## src/common/mmio_pkg.sv

```systemverilog
`default_nettype none

package mmio_pkg;

    // datapath widths
    localparam int reg_width  = 64;
    localparam int addr_width = 64;
    localparam int size_width = 4;
    localparam int kb_width   = 8;
    localparam int swt_width  = 8;
    localparam int seg_width  = 32;
    localparam int led_width  = 16;

    // bit positions inside the one-hot write size
    localparam int size_byte  = 0;
    localparam int size_half  = 1;
    localparam int size_word  = 2;
    localparam int size_dword = 3;

    // byte lanes of one doubleword
    localparam int lane_cnt   = reg_width / 8;
    localparam int lane_width = $clog2(lane_cnt);

    // data ram region
    localparam logic [addr_width-1:0] ram_base = 64'h0000_0000_8000_0000;
    localparam logic [addr_width-1:0] ram_len  = 64'd4096;

    // ram is organized in doublewords
    localparam int ram_depth     = int'(ram_len / lane_cnt);
    localparam int ram_idx_width = $clog2(ram_depth);

    // keyboard and clock-divider counter
    localparam logic [addr_width-1:0] kbd_base = 64'h0000_0000_a000_0060;
    localparam logic [addr_width-1:0] kbd_len  = 64'd8;
    localparam logic [addr_width-1:0] rtc_base = 64'h0000_0000_a000_0048;
    localparam logic [addr_width-1:0] rtc_len  = 64'd8;

    // small peripherals, all share one region length
    localparam logic [addr_width-1:0] swt_base = 64'h0000_0000_a000_0100;
    localparam logic [addr_width-1:0] seg_base = 64'h0000_0000_a000_0200;
    localparam logic [addr_width-1:0] led_base = 64'h0000_0000_a000_0300;
    localparam logic [addr_width-1:0] peri_len = 64'd8;

    // base is inclusive, base + len is exclusive
    function automatic logic in_region(
        input logic [addr_width-1:0] addr,
        input logic [addr_width-1:0] base,
        input logic [addr_width-1:0] len
    );
        return (addr >= base) && (addr < (base + len));
    endfunction

endpackage

`default_nettype wire

```

## src/common/mem_bus_if.sv

```systemverilog
`timescale 1ns/1ps
`default_nettype none

interface mem_bus_if
    import mmio_pkg::*;
();

    // read side
    logic [addr_width-1:0] raddr;
    logic                  ren;

    // write side
    logic [addr_width-1:0] waddr;
    logic [reg_width-1:0]  wdata;
    logic                  wen;
    logic [size_width-1:0] size;

    // core side fills the bus
    modport drv (
        output raddr,
        output ren,
        output waddr,
        output wdata,
        output wen,
        output size
    );

    // ram, write decoder and read combiner only look
    modport dev (
        input raddr,
        input ren,
        input waddr,
        input wdata,
        input wen,
        input size
    );

endinterface

`default_nettype wire

```

## src/verilog/periph_regs.sv

```systemverilog
`timescale 1ns/1ps
`default_nettype none

module periph_regs
    import mmio_pkg::*;
(
    input  logic                 clk,
    input  logic                 arst_n,
    mem_bus_if.dev               bus,
    output logic [seg_width-1:0] seg_wdata,
    output logic [led_width-1:0] led_wdata,
    output logic                 wr_fault
);

    logic seg_hit;
    logic led_hit;
    logic ram_hit;
    logic unmapped;

    // write address decode
    assign seg_hit = in_region(bus.waddr, seg_base, peri_len);
    assign led_hit = in_region(bus.waddr, led_base, peri_len);
    assign ram_hit = in_region(bus.waddr, ram_base, ram_len);

    assign unmapped = !(seg_hit || led_hit || ram_hit);

    always_ff @(posedge clk or negedge arst_n) begin
        if (!arst_n) begin
            seg_wdata <= '0;
            led_wdata <= '0;
            wr_fault  <= 1'b0;
        end else if (bus.wen) begin
            if (seg_hit) begin
                seg_wdata <= bus.wdata[seg_width-1:0];
            end else if (led_hit) begin
                led_wdata <= bus.wdata[led_width-1:0];
            end else if (unmapped) begin
                // sticky until the next reset
                wr_fault <= 1'b1;
            end
            // ram hits are handled in data_ram
        end
    end

    // segment value shows up on the port one cycle after the write
    property seg_write_lands;
        @(posedge clk) disable iff (!arst_n)
            (bus.wen && seg_hit) |=> (seg_wdata == $past(bus.wdata[seg_width-1:0]));
    endproperty

    seg_write_check: assert property (seg_write_lands);

endmodule

`default_nettype wire

```

## src/flat_wrapper.sv

```systemverilog
// flat-port wrapper written by rule: the top's interface ports become plain ports
module periph_regs_flat import mmio_pkg::*;
  (clk, arst_n, seg_wdata, led_wdata, wr_fault, bus_raddr, bus_ren, bus_waddr, bus_wdata, bus_wen, bus_size);
  mem_bus_if bus_i ();
  input  logic clk;
  input  logic arst_n;
  output logic [seg_width-1:0] seg_wdata;
  output logic [led_width-1:0] led_wdata;
  output logic wr_fault;
  input wire logic [$bits(bus_i.raddr)-1:0] bus_raddr;
  input wire logic [$bits(bus_i.ren)-1:0] bus_ren;
  input wire logic [$bits(bus_i.waddr)-1:0] bus_waddr;
  input wire logic [$bits(bus_i.wdata)-1:0] bus_wdata;
  input wire logic [$bits(bus_i.wen)-1:0] bus_wen;
  input wire logic [$bits(bus_i.size)-1:0] bus_size;
  assign bus_i.raddr = bus_raddr;
  assign bus_i.ren = bus_ren;
  assign bus_i.waddr = bus_waddr;
  assign bus_i.wdata = bus_wdata;
  assign bus_i.wen = bus_wen;
  assign bus_i.size = bus_size;
  periph_regs u_core (.clk(clk), .arst_n(arst_n), .bus(bus_i), .seg_wdata(seg_wdata), .led_wdata(led_wdata), .wr_fault(wr_fault));
endmodule
```

## config.mk

```make
export PLATFORM = sky130hd
export DESIGN_NAME = periph_regs_flat
export DESIGN_NICKNAME = d
export VERILOG_FILES = /design/src/common/mmio_pkg.sv /design/src/common/mem_bus_if.sv /design/src/verilog/periph_regs.sv /design/src/flat_wrapper.sv
export SDC_FILE = /design/constraint.sdc
export NUM_CORES = 1
export LEC_CHECK = 0
export ABC_CLOCK_PERIOD_IN_PS = 1300
export BUFFER_PORTS_ARGS = -buffer_cell sky130_fd_sc_hd__buf_4
export CORE_AREA = 3 3 96 98
export DETAILED_ROUTE_END_ITERATION = 8
export DIE_AREA = 0 0 99 101
export PLACE_DENSITY = 0.67
export SLEW_MARGIN = 20
export SYNTH_ARGS = -nofsm -noshare
export SYNTH_HDL_FRONTEND = slang
export SYNTH_SLANG_ARGS = --single-unit
```

## constraint.sdc

```tcl
create_clock -name clk -period 1.3 [get_ports clk]
set_input_delay 0.13 -clock clk [delete_from_list [all_inputs] [get_ports clk]]
set_output_delay 0.13 -clock clk [all_outputs]
set_load 0.01 [all_outputs]
```

==> results.json <==
{
  "drive_above_1_share": 0.776,
  "dp_hpwl_um": 4870,
  "final_antenna_net_count": 0,
  "p_seq_frac": 0.487,
  "detailroute.via_count": 1778,
  "place_area_um2": 3410,
  "outcome": "finished with violations",
  "nFillCells": 783,
  "insertion_delay_ns": 0.30,
  "multi_input_area_um2": 1020,
  "wl_um": 6720,
  "reg2reg_from": "u_core.seg_wdata[19]$_DFFE_PN0P_",
  "synth-seq-cells": 49,
  "yosys_warnings": 0,
  "hold_violations": 0,
  "async_flop_share": 1.00,
  "cts_root_buf": "clkbuf_8",
  "syn2layout_area_growth_pct": 88.0,
  "io_buffers": 144,
  "violations": "setup timing",
  "drc": 0,
  "viasPerCell": 4.47,
  "worst_slack_ns": -0.589,
  "p_sw_uw": 630,
  "min-delay-start": "bus_wdata[17]",
  "num_io_pins": 249,
  "syn_avg_cell_area_um2": 15.8,
  "layout_min_cycle_time_ns": 1.89,
  "grt_pass1_vias": 1939,
  "rrSetupSlack_ns": 0.52,
  "layout_common_cells": "buf_4 (140), dfrtp_1 (49), mux2_4 (48)",
  "wl_per_cell_um": 16.9,
  "max_slew_margin": 0.586,
  "htree_levels": 2,
  "reg2regPathDepth": 1,
  "crit_slowest_cell": "or4_4",
  "dieWidth_um": 99,
  "sw_frac_of_total": 0.201,
  "critPathKind": "in2reg",
  "core_um2": 8550,
  "cp-end-kind": "flip-flop",
  "layout.nets": 489,
  "cap_violations": 0,
  "power.density_nw_per_um2": 810,
  "grt_setup_unrepaired": "yes",
  "clk_pin_slew_worst_paths_ns": 0.09,
  "cts_buffer_depth": 2,
  "p_clk_frac": 0.409,
  "synth_nets": 330,
  "first_pass_iters": 3,
  "hold_path_end": "u_core.seg_wdata[17]$_DFFE_PN0P_",
  "clkSinkCount": 49,
  "die_h_um": 101,
  "synth_edf_count": 0,
  "std_cell_rows": 34,
  "arrival_ns": 2.07,
  "combPwrFrac": 0.104,
  "grt_pass1_wl_um": 10100,
  "synthCells": 130,
  "ys_types": 19,
  "gp_congestion": 0.762,
  "mostFrequentLayoutCell": "buf_4",
  "cts_tree": "done",
  "r2r_end": "u_core.seg_wdata[19]$_DFFE_PN0P_",
  "numCtsBuffers": 5,
  "initial_core_util": 0.240,
  "register_area_um2": 1230,
  "power_leakage_nw": 1.94,
  "finalClockSkew_ns": 0,
  "crit_chain": "buf_4, nor4b_4, nand2_1, or4_4, nor3_4, buf_12, clkbuf_16, mux2_4",
  "period_share": 1.45,
  "antenna_found_initial": 0,
  "p_int_mw": 2.50,
  "hold_path_class": "in2reg",
  "ys.flop_type": "dfrtp_1",
  "diodes": 0,
  "crit_path_max_fanout": 6,
  "start_kind": "input port",
  "postLayoutCoreUtil": 0.452,
  "grt_overflow": 0,
  "syn_area_um2": 2050,
  "die_area_um2": 10000,
  "setup_viol": 49,
  "slew_violations": 0,
  "fmax_mhz": 529,
  "design_area_um2": 3860,
  "vdd.ir_drop.worst_v": 0.000432,
  "grt_max_degree": 50,
  "worst_pin_slew_ns": 0.621,
  "seq_area_frac_synth": 0.597,
  "grt_usage": 0.129,
  "cp_slowest_stage_delay_ns": 0.59,
  "critPathRequiredTime_ns": 1.48,
  "hold_path_depth": 2,
  "drt_iter0_drc": 16
}
-- power by group through the flow --
stage                     Clock [mW]  Combinational, mW  Sequential, mW
after CTS                       1.32              0.307            1.52
after global routing            1.38              0.355            1.52
after global placement             0              0.289            1.55
after floorplan                    0             0.0191            1.55
final                           1.28              0.326            1.52
after detailed placement           0              0.294            1.55
-- kinds of logic after synthesis --
kind of cell / Yosys count / share of synthesized area
flip-flops: 49 / 0.597
AO/OA/AOI/OAI: 3 / 0.00853
AND/OR/NAND/NOR: 25 / 0.0853
multiplexers: 48 / 0.281
buffers and inverters: 5 / 0.0280
-- how the worst max path moves through the flow --
stage	cells after the start	from	endpoint	slack (ns)
4_1_cts	8	bus_waddr[12]	u_core.seg_wdata[27]$_DFFE_PN0P_	-0.58
5_1_grt	8	bus_waddr[14]	u_core.seg_wdata[5]$_DFFE_PN0P_	-0.62
3_5_place_dp	7	bus_waddr[56]	u_core.seg_wdata[27]$_DFFE_PN0P_	-1.02
6_report	8	bus_waddr[30]	u_core.seg_wdata[21]$_DFFE_PN0P_	-0.59
2_1_floorplan	6	bus_waddr[14]	u_core.led_wdata[0]$_DFFE_PN0P_	-0.72
3_3_place_gp	7	bus_waddr[62]	u_core.seg_wdata[29]$_DFFE_PN0P_	-0.97
-- synth_stat cells, types with 2 or more instances --
cell type  number  area share
buf_6           3       0.016
dfrtp_1        49        0.60
mux2_1          7       0.038
mux2_2         31        0.17
mux2_4         10       0.073
nand2_1         2      0.0037
nand3_1         2      0.0049
nand4_1         2      0.0061
nor3_1          2      0.0049
nor3_4          2       0.016
nor4_1         11       0.033
o21ai_0         2      0.0049
-- through the flow --
stage,instances,setup TNS (ns),setup slack [ns],hold WS [ns],total power [mW]
floorplan,130,-32.72,-0.716,-0.166,1.57
global placement,382,-44.88,-0.975,0.187,1.84
detailed placement,382,-46.51,-1.02,0.197,1.85
CTS,394,-25.23,-0.577,0.0398,3.15
global route,398,-28.66,-0.624,0.0358,3.26
finish,398,-26.75,-0.589,0.0544,3.13
-- flip-flops by register name (all words and copies together) (netlist names) --
signal	count
u_core.led_wdata	16
u_core.wr_fault	1
u_core.seg_wdata	32
-- final cells by class --
cell class | instances | area share
Clock buffer | 5 | 0.0178
Clock inverter | 3 | 0.0168
Inverter | 1 | 0.000972
Multi-Input combinational cell | 76 | 0.265
Sequential cell | 49 | 0.317
Tap cell | 108 | 0.0350
Timing Repair Buffer | 156 | 0.347
-- critical path, delay by kind of cell --
kind / cells / cell delay (ns)
buffers and inverters: 3 / 0.46
muxes: 1 / 0.29
and+or+nand+nor: 4 / 1.18
-- metal layers --
layer | vias up | wire length (µm) | global-route usage
met4 | 0 | 37 | 0.0284
met2 | 122 | 3160 | 0.216
met5 | - | 0 | 0
met3 | 4 | 774 | 0.0519
met1 | 853 | 2750 | 0.157
li1 | 799 | - | -
-- repair_timing --
action / in CTS / in global routing
hold buffers: 1 / 0
gates cloned: 2 / 3
hold endpoints to repair: 49 / 0
buffers inserted: 1 / 1
gates resized for setup: 18 / 15
setup endpoints to repair: 49 / 49
pin swaps: 5 / 9
Power figures use the tool's default switching activity.
