[src/common/mmio_pkg.sv]
`default_nettype none

package mmio_pkg;

    // datapath widths
    localparam int reg_width  = 64;
    localparam int addr_width = 64;
    localparam int size_width = 4;
    localparam int kb_width   = 8;
    localparam int swt_width  = 8;
    localparam int seg_width  = 32;
    localparam int led_width  = 16;

    // bit positions inside the one-hot write size
    localparam int size_byte  = 0;
    localparam int size_half  = 1;
    localparam int size_word  = 2;
    localparam int size_dword = 3;

    // byte lanes of one doubleword
    localparam int lane_cnt   = reg_width / 8;
    localparam int lane_width = $clog2(lane_cnt);

    // data ram region
    localparam logic [addr_width-1:0] ram_base = 64'h0000_0000_8000_0000;
    localparam logic [addr_width-1:0] ram_len  = 64'd4096;

    // ram is organized in doublewords
    localparam int ram_depth     = int'(ram_len / lane_cnt);
    localparam int ram_idx_width = $clog2(ram_depth);

    // keyboard and clock-divider counter
    localparam logic [addr_width-1:0] kbd_base = 64'h0000_0000_a000_0060;
    localparam logic [addr_width-1:0] kbd_len  = 64'd8;
    localparam logic [addr_width-1:0] rtc_base = 64'h0000_0000_a000_0048;
    localparam logic [addr_width-1:0] rtc_len  = 64'd8;

    // small peripherals, all share one region length
    localparam logic [addr_width-1:0] swt_base = 64'h0000_0000_a000_0100;
    localparam logic [addr_width-1:0] seg_base = 64'h0000_0000_a000_0200;
    localparam logic [addr_width-1:0] led_base = 64'h0000_0000_a000_0300;
    localparam logic [addr_width-1:0] peri_len = 64'd8;

    // base is inclusive, base + len is exclusive
    function automatic logic in_region(
        input logic [addr_width-1:0] addr,
        input logic [addr_width-1:0] base,
        input logic [addr_width-1:0] len
    );
        return (addr >= base) && (addr < (base + len));
    endfunction

endpackage

`default_nettype wire

[src/common/mem_bus_if.sv]
`timescale 1ns/1ps
`default_nettype none

interface mem_bus_if
    import mmio_pkg::*;
();

    // read side
    logic [addr_width-1:0] raddr;
    logic                  ren;

    // write side
    logic [addr_width-1:0] waddr;
    logic [reg_width-1:0]  wdata;
    logic                  wen;
    logic [size_width-1:0] size;

    // core side fills the bus
    modport drv (
        output raddr,
        output ren,
        output waddr,
        output wdata,
        output wen,
        output size
    );

    // ram, write decoder and read combiner only look
    modport dev (
        input raddr,
        input ren,
        input waddr,
        input wdata,
        input wen,
        input size
    );

endinterface

`default_nettype wire

[src/verilog/read_mux.sv]
`timescale 1ns/1ps
`default_nettype none

module read_mux
    import mmio_pkg::*;
(
    input  logic                 clk,
    input  logic                 arst_n,
    mem_bus_if.dev               bus,
    input  logic [reg_width-1:0] ram_rdata,
    input  logic [kb_width-1:0]  kb_rdata,
    input  logic                 kb_ready,
    input  logic [swt_width-1:0] swt_rdata,
    input  logic [reg_width-1:0] clkdiv,
    output logic [reg_width-1:0] mem_rdata,
    output logic                 sig_rd_kb,
    output logic                 rd_fault
);

    logic                 ram_hit;
    logic                 kbd_hit;
    logic                 swt_hit;
    logic                 rtc_hit;
    logic                 rd_valid;
    logic                 unmapped;
    logic [reg_width-1:0] last_rd;

    assign ram_hit = in_region(bus.raddr, ram_base, ram_len);
    assign kbd_hit = in_region(bus.raddr, kbd_base, kbd_len);
    assign swt_hit = in_region(bus.raddr, swt_base, peri_len);
    assign rtc_hit = in_region(bus.raddr, rtc_base, rtc_len);

    assign unmapped = bus.ren && !(ram_hit || kbd_hit || swt_hit || rtc_hit);

    // fall back to the held value unless a source answers
    always_comb begin
        mem_rdata = last_rd;
        rd_valid  = 1'b0;
        sig_rd_kb = 1'b0;
        if (bus.ren) begin
            if (ram_hit) begin
                mem_rdata = ram_rdata;
                rd_valid  = 1'b1;
            end else if (kbd_hit) begin
                // no scancode yet, core retries
                if (kb_ready) begin
                    mem_rdata = {{(reg_width-kb_width){1'b0}}, kb_rdata};
                    rd_valid  = 1'b1;
                    sig_rd_kb = 1'b1;
                end
            end else if (swt_hit) begin
                mem_rdata = {{(reg_width-swt_width){1'b0}}, swt_rdata};
                rd_valid  = 1'b1;
            end else if (rtc_hit) begin
                mem_rdata = clkdiv;
                rd_valid  = 1'b1;
            end
        end
    end

    always_ff @(posedge clk or negedge arst_n) begin
        if (!arst_n) begin
            last_rd  <= '0;
            rd_fault <= 1'b0;
        end else begin
            if (rd_valid) begin
                last_rd <= mem_rdata;
            end
            if (unmapped) begin
                rd_fault <= 1'b1;
            end
        end
    end

    // keyboard pops only on a real read of a ready scancode
    kb_pop_qualified: assert property (
        @(posedge clk) disable iff (!arst_n)
            sig_rd_kb |-> (bus.ren && kb_ready)
    );

endmodule

`default_nettype wire
[src/flat_wrapper.sv]
// flat-port wrapper written by rule: the top's interface ports become plain ports
module read_mux_flat import mmio_pkg::*;
  (clk, arst_n, ram_rdata, kb_rdata, kb_ready, swt_rdata, clkdiv, mem_rdata, sig_rd_kb, rd_fault, bus_raddr, bus_ren, bus_waddr, bus_wdata, bus_wen, bus_size);
  mem_bus_if bus_i ();
  input  logic clk;
  input  logic arst_n;
  input  logic [reg_width-1:0] ram_rdata;
  input  logic [kb_width-1:0] kb_rdata;
  input  logic kb_ready;
  input  logic [swt_width-1:0] swt_rdata;
  input  logic [reg_width-1:0] clkdiv;
  output logic [reg_width-1:0] mem_rdata;
  output logic sig_rd_kb;
  output logic rd_fault;
  input wire logic [$bits(bus_i.raddr)-1:0] bus_raddr;
  input wire logic [$bits(bus_i.ren)-1:0] bus_ren;
  input wire logic [$bits(bus_i.waddr)-1:0] bus_waddr;
  input wire logic [$bits(bus_i.wdata)-1:0] bus_wdata;
  input wire logic [$bits(bus_i.wen)-1:0] bus_wen;
  input wire logic [$bits(bus_i.size)-1:0] bus_size;
  assign bus_i.raddr = bus_raddr;
  assign bus_i.ren = bus_ren;
  assign bus_i.waddr = bus_waddr;
  assign bus_i.wdata = bus_wdata;
  assign bus_i.wen = bus_wen;
  assign bus_i.size = bus_size;
  read_mux u_core (.clk(clk), .arst_n(arst_n), .bus(bus_i), .ram_rdata(ram_rdata), .kb_rdata(kb_rdata), .kb_ready(kb_ready), .swt_rdata(swt_rdata), .clkdiv(clkdiv), .mem_rdata(mem_rdata), .sig_rd_kb(sig_rd_kb), .rd_fault(rd_fault));
endmodule
[config.mk]
export PLATFORM = sky130hd
export DESIGN_NAME = read_mux_flat
export DESIGN_NICKNAME = d
export VERILOG_FILES = /design/src/common/mmio_pkg.sv /design/src/common/mem_bus_if.sv /design/src/verilog/read_mux.sv /design/src/flat_wrapper.sv
export SDC_FILE = /design/constraint.sdc
export NUM_CORES = 1
export LEC_CHECK = 0
export ABC_AREA = 1
export BUFFER_PORTS_ARGS = -buffer_cell sky130_fd_sc_hd__buf_2
export CAP_MARGIN = 20
export CORE_AREA = 3 3 158 160
export DETAILED_ROUTE_END_ITERATION = 10
export DIE_AREA = 0 0 161 163
export GPL_TIMING_DRIVEN = 0
export HOLD_SLACK_MARGIN = 0.03
export MAX_ROUTING_LAYER = met4
export SLEW_MARGIN = 0
export SYNTH_ARGS = -nofsm -noshare
export SYNTH_HDL_FRONTEND = slang
export SYNTH_SLANG_ARGS = --single-unit
[constraint.sdc]
create_clock -name clk -period 5.3 [get_ports clk]
set_input_delay 1.06 -clock clk [delete_from_list [all_inputs] [get_ports clk]]
set_output_delay 1.06 -clock clk [all_outputs]
set_load 0.01 [all_outputs]
==> qor.yml, run 1 <==
synth.ff_latch_count: 65
multi_input_area_um2: 3780
max_stage_delay_ns: 0.43
wire_length_of_the_first_global_routing_pass_mm: 37.8
detail_route.vias_per_cell: 4.55
cts_root_buf: "sky130_fd_sc_hd__clkbuf_16"
floorplan.core_area_um2: 23500
count_of_boundary_i_o_pins: 411
worstPathBufferInverterCount: 5
synth_most_common_cell: "sky130_fd_sc_hd__nand2_1"
mean_area_per_synthesized_cell_um2: 5.69
placed_cells: 1678
ys_top_cells_by_area: "sky130_fd_sc_hd__nand2_1 33%, sky130_fd_sc_hd__dfrtp_1 26%, sky130_fd_sc_hd__nand3_1 5.9%, sky130_fd_sc_hd__inv_1 5.8%, sky130_fd_sc_hd__a21oi_1 5.3%"
tightestPinTransition_ns: 1.05
max_freq_ghz: 0.223
finalNetCount: 1715
ys.flop_type: "sky130_fd_sc_hd__dfrtp_1"
worstSetupPathType: "in2out"
path_clk_slew_ns: 0.06
clkLatencyLatePin_ns: 0.33
antenna_found_initial: 2
power.total_mw: 1.24
path_cells: "buf_2 > nor2_1 > nand2_1 > nor2_1 > nand2_1 > nor3_1 > nand2_1 > clkbuf_1 > clkbuf_1 > o21ai_0 > inv_1 > nand2_1 > nand2_1 > buf_2"
synth-warning-count: 0
critPathLaunchType: "input pin"
synth_enable_flop_cells: 0
maxCapViolCount: 0
synth_async_sr_flop_share_pct: 100
r2r.worst_path.cells: 6
cellPowerDensity_nw_per_um2: 150
cts.htree.levels: 3
post_cts.repair.setup_buffers: 0
area_delta_synth_final_pct: 33.7
floorplan.die.height_um: 163
first_global_vias: 7127
route.detailed.drc: 0
final_core_util_pct: 35.1
cts_made_buffers: 9
synth.largest_area_cell: "sky130_fd_sc_hd__nand2_1"
relSlewSlack_pct: 30.3
floorplan.rows: 56
dr_total_vias: 7720
synthesis.instances: 1084
cts.sink_count: 65
drt-wirelength-per-cell_um: 14.5
leakagePower_nw: 5.46
crit_family: "buffers and inverters"
drive_above_1_share_pct: 26.9
count_of_nets_left_with_antenna_violations_after_detail_routing: 0
initial_core_util_pct: 26.2
cts_max_path_buffers: 2
port-buffer-count: 274
postRouteWirelength_mm: 24.6
irDropWorstVdd_mv: 0.114
finClkSkew_ns: 0
maximum_number_of_pins_on_one_net_before_global_route_repair: 39
gp_congestion: 0.895
final_min_period_over_clock_period_pct: 84.6
outcome: "finished clean"
grt_setup_unrepaired: "no"
report.final.hold_viol_count: 0
worst_ep_required_time_ns: 4.24
critical-path-slowest-cell: "sky130_fd_sc_hd__clkbuf_1"
critical_path_depth: 14
post-route-min-period_ns: 4.48
grt_remaining_overflow: 0
synth_top_cell_area_share_pct: 32.5
end_kind: "output port"
worst_path_most_repeated_cell: "sky130_fd_sc_hd__nand2_1"
hold_buffers: 0
cts_tree: "yes"
ys_top_cells_by_count: "535 x sky130_fd_sc_hd__nand2_1, 96 x sky130_fd_sc_hd__inv_1, 73 x sky130_fd_sc_hd__nand3_1"
path_class_of_the_lowest_slack_min_delay_path: "reg2reg"
regArea_um2: 1630
cp_data_arrival_time_ns: 3.42
holdPathStages: 1
synthesis.nets: 1429
post_layout_nonfiller_instances: 1696
1st_iter_drt_viols: 591
timing.final.max_slew_violations: 0
fin_setup_tns_ns: 0
hpwlAfterDp_mm: 18.8
design.die.area_um2: 26200
grt_use_total_pct: 18.7
synth_cell_type_count: 30
report.final.setup_viol: 0
critPathMaxFanout: 11
drt_pre_antenna_iters: 5
floorplan.die.width_um: 161
synth_area_um2: 6170
cts_resized: 0
synth_sequential_area_ratio_pct: 26.4
filler_cell_count: 2679
==> flip-flops by register name (all words and copies together) (netlist names) <==
| signal | flops |
|---|---|
| u_core.last_rd | 64 |
| u_core.rd_fault | 1 |
==> final timing paths <==
| check | from | endpoint | slack (ns) |
|---|---|---|---|
| worst min register to register | u_core.rd_fault | u_core.rd_fault | 0.47 |
| worst min-delay path | u_core.rd_fault | u_core.rd_fault | 0.47 |
| worst max-delay path | bus_raddr[23] | mem_rdata[5] | 0.82 |
| worst max register to register | u_core.last_rd[6] | u_core.last_rd[6] | 4.40 |
| min in group asynchronous | arst_n | u_core.last_rd[37] | 0.65 |
| max in group asynchronous | arst_n | u_core.last_rd[1] | 4.09 |
==> where the power goes <==
part	internal [mW]	switching, mW	leakage (nW)	total, mW
Sequential	0.496	0.00000000194	0.903	0.496
Combinational	0.0759	0.0925	4.43	0.168
Clock	0.336	0.235	0.133	0.570
Total	0.908	0.327	5.46	1.24
==> placed cells by master, fill, tap and decap left out, types with 2 or more instances in the layout <==
cell type and n:
sky130_fd_sc_hd__nand2_1 535, sky130_fd_sc_hd__nand2_2 8, sky130_fd_sc_hd__buf_2 288, sky130_fd_sc_hd__dfrtp_1 65, sky130_fd_sc_hd__nand2_4 3, sky130_fd_sc_hd__nor2_8 4
sky130_fd_sc_hd__nand3_2 4, sky130_fd_sc_hd__clkbuf_16 9, sky130_fd_sc_hd__nand3_1 73, sky130_fd_sc_hd__buf_4 11, sky130_fd_sc_hd__clkinv_2 2, sky130_fd_sc_hd__nand4_1 20
sky130_fd_sc_hd__nor2_4 8, sky130_fd_sc_hd__nor3_1 3, sky130_fd_sc_hd__nor2_2 5, sky130_fd_sc_hd__buf_6 11, sky130_fd_sc_hd__a21oi_1 65, sky130_fd_sc_hd__nor2_1 55
sky130_fd_sc_hd__o21ai_0 65, sky130_fd_sc_hd__inv_1 96, sky130_fd_sc_hd__clkbuf_8 2, sky130_fd_sc_hd__diode_2 4, sky130_fd_sc_hd__nand3b_1 2, sky130_fd_sc_hd__inv_2 6
sky130_fd_sc_hd__clkbuf_1 22
==> metrics by stage <==
step / instance area (µm²) / hold WS, ns / worst slack [ns]
finish: 8250 / 0.469 / 0.815
global route: 8240 / 0.510 / 0.579
CTS: 8240 / 0.473 / 0.761
detailed placement: 7970 / 0.459 / 0.769
global placement: 7940 / 0.447 / 0.701
floorplan: 6170 / 0.468 / 1.80
==> cell type report <==
| type | count | share of cell area, % |
|---|---|---|
| repair buffers | 275 | 17.0 |
| multi-input cells | 857 | 45.9 |
| plain buffers | 59 | 4.50 |
| clock inverters | 3 | 0.212 |
| well taps | 319 | 4.84 |
| clock buffers | 11 | 3.06 |
| flip-flops and latches | 65 | 19.7 |
| inverters | 103 | 4.72 |
| diodes | 4 | 0.121 |
==> per-layer routing <==
metal	track usage, %	routed length, µm	up-vias
met2	27.2	10400	320
li1	-	-	3965
met3	3.10	1800	23
met5	-	0	-
met1	26.7	11900	3412
met4	5.59	443	0
==> logic make-up after synthesis <==
logic type | count (synthesis) | share of synthesized area, %
compound gates | 134 | 11.0
simple gates | 723 | 50.3
flops | 65 | 26.4
buf+inv | 162 | 12.3
Power figures use the tool's default switching activity.
==> run 2, diff against run 1 <==
--- a/config.mk
+++ b/config.mk
@@ -8,9 +8,9 @@
 export ABC_AREA = 1
 export BUFFER_PORTS_ARGS = -buffer_cell sky130_fd_sc_hd__buf_2
 export CAP_MARGIN = 20
-export CORE_AREA = 3 3 158 160
+export CORE_AREA = 3 3 159 161
 export DETAILED_ROUTE_END_ITERATION = 10
-export DIE_AREA = 0 0 161 163
+export DIE_AREA = 0 0 162 164
 export GPL_TIMING_DRIVEN = 0
 export HOLD_SLACK_MARGIN = 0.03
 export MAX_ROUTING_LAYER = met4
==> constraint.sdc (replaced) <==
create_clock -name clk -period 3.96 [get_ports clk]
set_input_delay 0.792 -clock clk [delete_from_list [all_inputs] [get_ports clk]]
set_output_delay 0.792 -clock clk [all_outputs]
set_load 0.01 [all_outputs]
==> run 2 against run 1 <==
Net effect: setup slack got worse by 0.49 ns; clock skew did not move; register-to-register slack got worse by 1.4 ns; non-clock buffer count did not move; sequential share of layout area fell by 0.18 points; critical path depth rose by 1; core utilization fell by 0.50 points; count of clock-buffer cells in the layout fell by 1; die area rose by 1.2%.
==> qor.yml, run 2 (synthesized netlist as in run 1, its figures left out) <==
outcome: "finished clean"  # unchanged
report.final.setup_viol: 0  # unchanged
critPathMaxFanout: 10  # was 11
leakagePower_nw: 5.50  # was 5.46 nW
irDropWorstVdd_mv: 0.198  # was 0.114 mV
floorplan.rows: 57  # was 56
grt_use_met3_pct: 3.23  # was 3.10%
max_stage_delay_ns: 0.32  # was 0.43 ns
max_freq_ghz: 0.275
worst_ep_required_time_ns: 3.17  # was 4.24 ns
critical_path.startpoint: "bus_raddr[17]"  # was bus_raddr[23]
1st_iter_drt_viols: 682  # was 591
final_min_period_over_clock_period_pct: 91.7
drt-wirelength-per-cell_um: 14.7  # was 14.5 µm
final_cell_mix: "535 x sky130_fd_sc_hd__nand2_1, 289 x sky130_fd_sc_hd__buf_2, 96 x sky130_fd_sc_hd__inv_1"  # was 535 x sky130_fd_sc_hd__nand2_1, 288 x sky130_fd_sc_hd__buf_2, 96 x sky130_fd_sc_hd__inv_1
cts_max_path_buffers: 2  # unchanged
initial_core_util_pct: 25.6  # was 26.2%
count_of_boundary_i_o_pins: 411  # unchanged
worstSetupPathType: "in2out"  # unchanged
globalRoute.busiestLayer: "met2"  # unchanged
cts_made_buffers: 9  # unchanged
path_clk_slew_ns: 0.07  # was 0.06 ns
power.total_mw: 1.87  # was 1.24 mW
hpwlAfterDp_mm: 18.7  # was 18.8 mm
path_class_of_the_lowest_slack_min_delay_path: "in2async"  # was reg2reg
worst_path_most_repeated_cell: "sky130_fd_sc_hd__nand2_1"  # unchanged
cts_root_buf: "sky130_fd_sc_hd__clkbuf_16"  # unchanged
report.final.hold_viol_count: 0  # unchanged
maximum_number_of_pins_on_one_net_before_global_route_repair: 54  # was 39
largestRegisters: "u_core.last_rd x64, u_core.rd_fault x1"  # unchanged
critical-path-slowest-cell: "sky130_fd_sc_hd__nor2_4"  # was sky130_fd_sc_hd__clkbuf_1
design.die.area_um2: 26600  # was 26200 µm²
post-route-min-period_ns: 3.63
drt_pre_antenna_iters: 6  # was 5
count_of_nets_left_with_antenna_violations_after_detail_routing: 0  # unchanged
gp_congestion: 0.876  # was 0.895
postRouteWirelength_mm: 25.0  # was 24.6 mm
wire_length_of_the_first_global_routing_pass_mm: 37.9  # was 37.8 mm
grt_use_total_pct: 18.7  # about the same
post_cts.repair.setup_buffers: 0  # unchanged
worstPathBufferInverterCount: 3  # was 5
gr-usage-met2_pct: 27.8  # was 27.2%
cts.htree.levels: 3  # unchanged
antenna_found_initial: 1  # was 2
drive_above_1_share_pct: 27.1  # was 26.9%
clkLatencyLatePin_ns: 0.34  # was 0.33 ns
route.detailed.drc: 0  # unchanged
first_global_vias: 7125  # was 7127
path_cells: "buf_2 > inv_1 > nand2_1 > nor2_1 > nand2_1 > nor2_4 > nand2_2 > nor2_4 > nand3_2 > and2_1 > nand3_1 > nand2_1 > nand2_1 > nand2_1 > buf_2"  # was buf_2 > nor2_1 > nand2_1 > nor2_1 > nand2_1 > nor3_1 > nand2_1 > clkbuf_1 > clkbuf_1 > o21ai_0 > inv_1 > nand2_1 > nand2_1 > buf_2
crit_family: "simple AND/OR/NAND/NOR gates"  # was buffers and inverters
filler_cell_count: 2693  # was 2679
detail_route.vias_per_cell: 4.57  # was 4.55
final_core_util_pct: 34.6  # was 35.1%
regMostFlops: "u_core.last_rd"  # unchanged
cp_data_arrival_time_ns: 2.84  # was 3.42 ns
regArea_um2: 1630  # unchanged
floorplan.die.width_um: 162  # was 161 µm
floorplan.core_area_um2: 24100  # was 23500 µm²
multi_input_area_um2: 3780  # unchanged
critPathLaunchType: "input pin"  # unchanged
end_kind: "output port"  # unchanged
timing.final.max_slew_violations: 0  # unchanged
layout_commonest_cell: "sky130_fd_sc_hd__nand2_1"  # unchanged
cts.sink_count: 65  # unchanged
grt_setup_unrepaired: "no"  # unchanged
dr_total_vias: 7780  # was 7720
tightestPinTransition_ns: 0.983  # was 1.05 ns
grt_remaining_overflow: 0  # unchanged
relSlewSlack_pct: 34.5  # was 30.3%
maxCapViolCount: 0  # unchanged
finClkSkew_ns: 0  # unchanged
worst_r2r_startpoint: "u_core.last_rd[2]"  # was u_core.last_rd[6]
largest_register_ff_count: 64  # unchanged
floorplan.die.height_um: 164  # was 163 µm
finalNetCount: 1715  # unchanged
grt_util_met1_pct: 26.7  # about the same
cts_tree: "yes"  # unchanged
area_delta_synth_final_pct: 35.0  # was 33.7%
cellPowerDensity_nw_per_um2: 224  # was 150 nW/µm²
hold_buffers: 0  # unchanged
port-buffer-count: 274  # unchanged
==> run 2: cell types whose count changed in the layout (fill, tap and decap cells not counted), sizes merged <==
| cell | delta |
|---|---|
| buf | +1 |
| bufinv | +3 |
| clkbuf | -2 |
| clkinv | -1 |
| diode | -2 |
| inv | +1 |
==> run 2: path summary, 6_finish.rpt <==
| path | endpoint | depth (start not counted) | slack (ns) |
|---|---|---|---|
| max reg2reg | u_core.last_rd[2] | 6 | 3.01 |
| min in group clk | u_core.rd_fault | 1 | 0.48 |
| max in group asynchronous | u_core.last_rd[12] | 2 | 3.08 |
| min reg2reg | u_core.rd_fault | 1 | 0.48 |
| max | mem_rdata[62] | 15 | 0.33 |
| min | u_core.last_rd[38] | 1 | 0.29 |
==> run 2: layout make-up <==
class                      count  share of cell area (%)
multi-input combinational    857                    45.4
buffer                        59                    4.49
sequential                    65                    19.5
antenna                        2                  0.0601
inverter                     103                    4.67
tap                          324                    4.87
clock inverter                 6                    1.38
timing repair buffer         275                    16.8
clock buffer                  10                    2.75
==> run 2: per-layer routing <==
layer	up-vias	wire, µm
met2	350	10700
met3	17	1970
met1	3459	12000
met4	0	289
li1	3954	-
met5	-	0
==> run 2: report_power, final <==
part           switching [mW]  internal [mW]
clock network           0.355          0.620
logic                   0.125          0.102
registers       0.00000000262          0.664
==> run 2: metrics by stage <==
step | TNS [ns] | cells | worst slack, ns | cell area, µm² | hold WS (ns)
6_report | 0 | 1701 | 0.328 | 8330 | 0.292
5_1_grt | 0 | 1699 | 0.00669 | 8320 | 0.288
4_1_cts | 0 | 1699 | 0.182 | 8320 | 0.283
3_5_place_dp | -0.0324 | 1683 | -0.0324 | 7980 | 0.465
3_3_place_gp | 0 | 1682 | 0.0390 | 7950 | 0.449
2_1_floorplan | 0 | 1084 | 0.995 | 6170 | 0.468
==> run 2: what timing repair did <==
item                                    CTS  global route
gates resized for setup                   1             3
endpoints found under the setup margin    1             7
gates cloned                              0             0
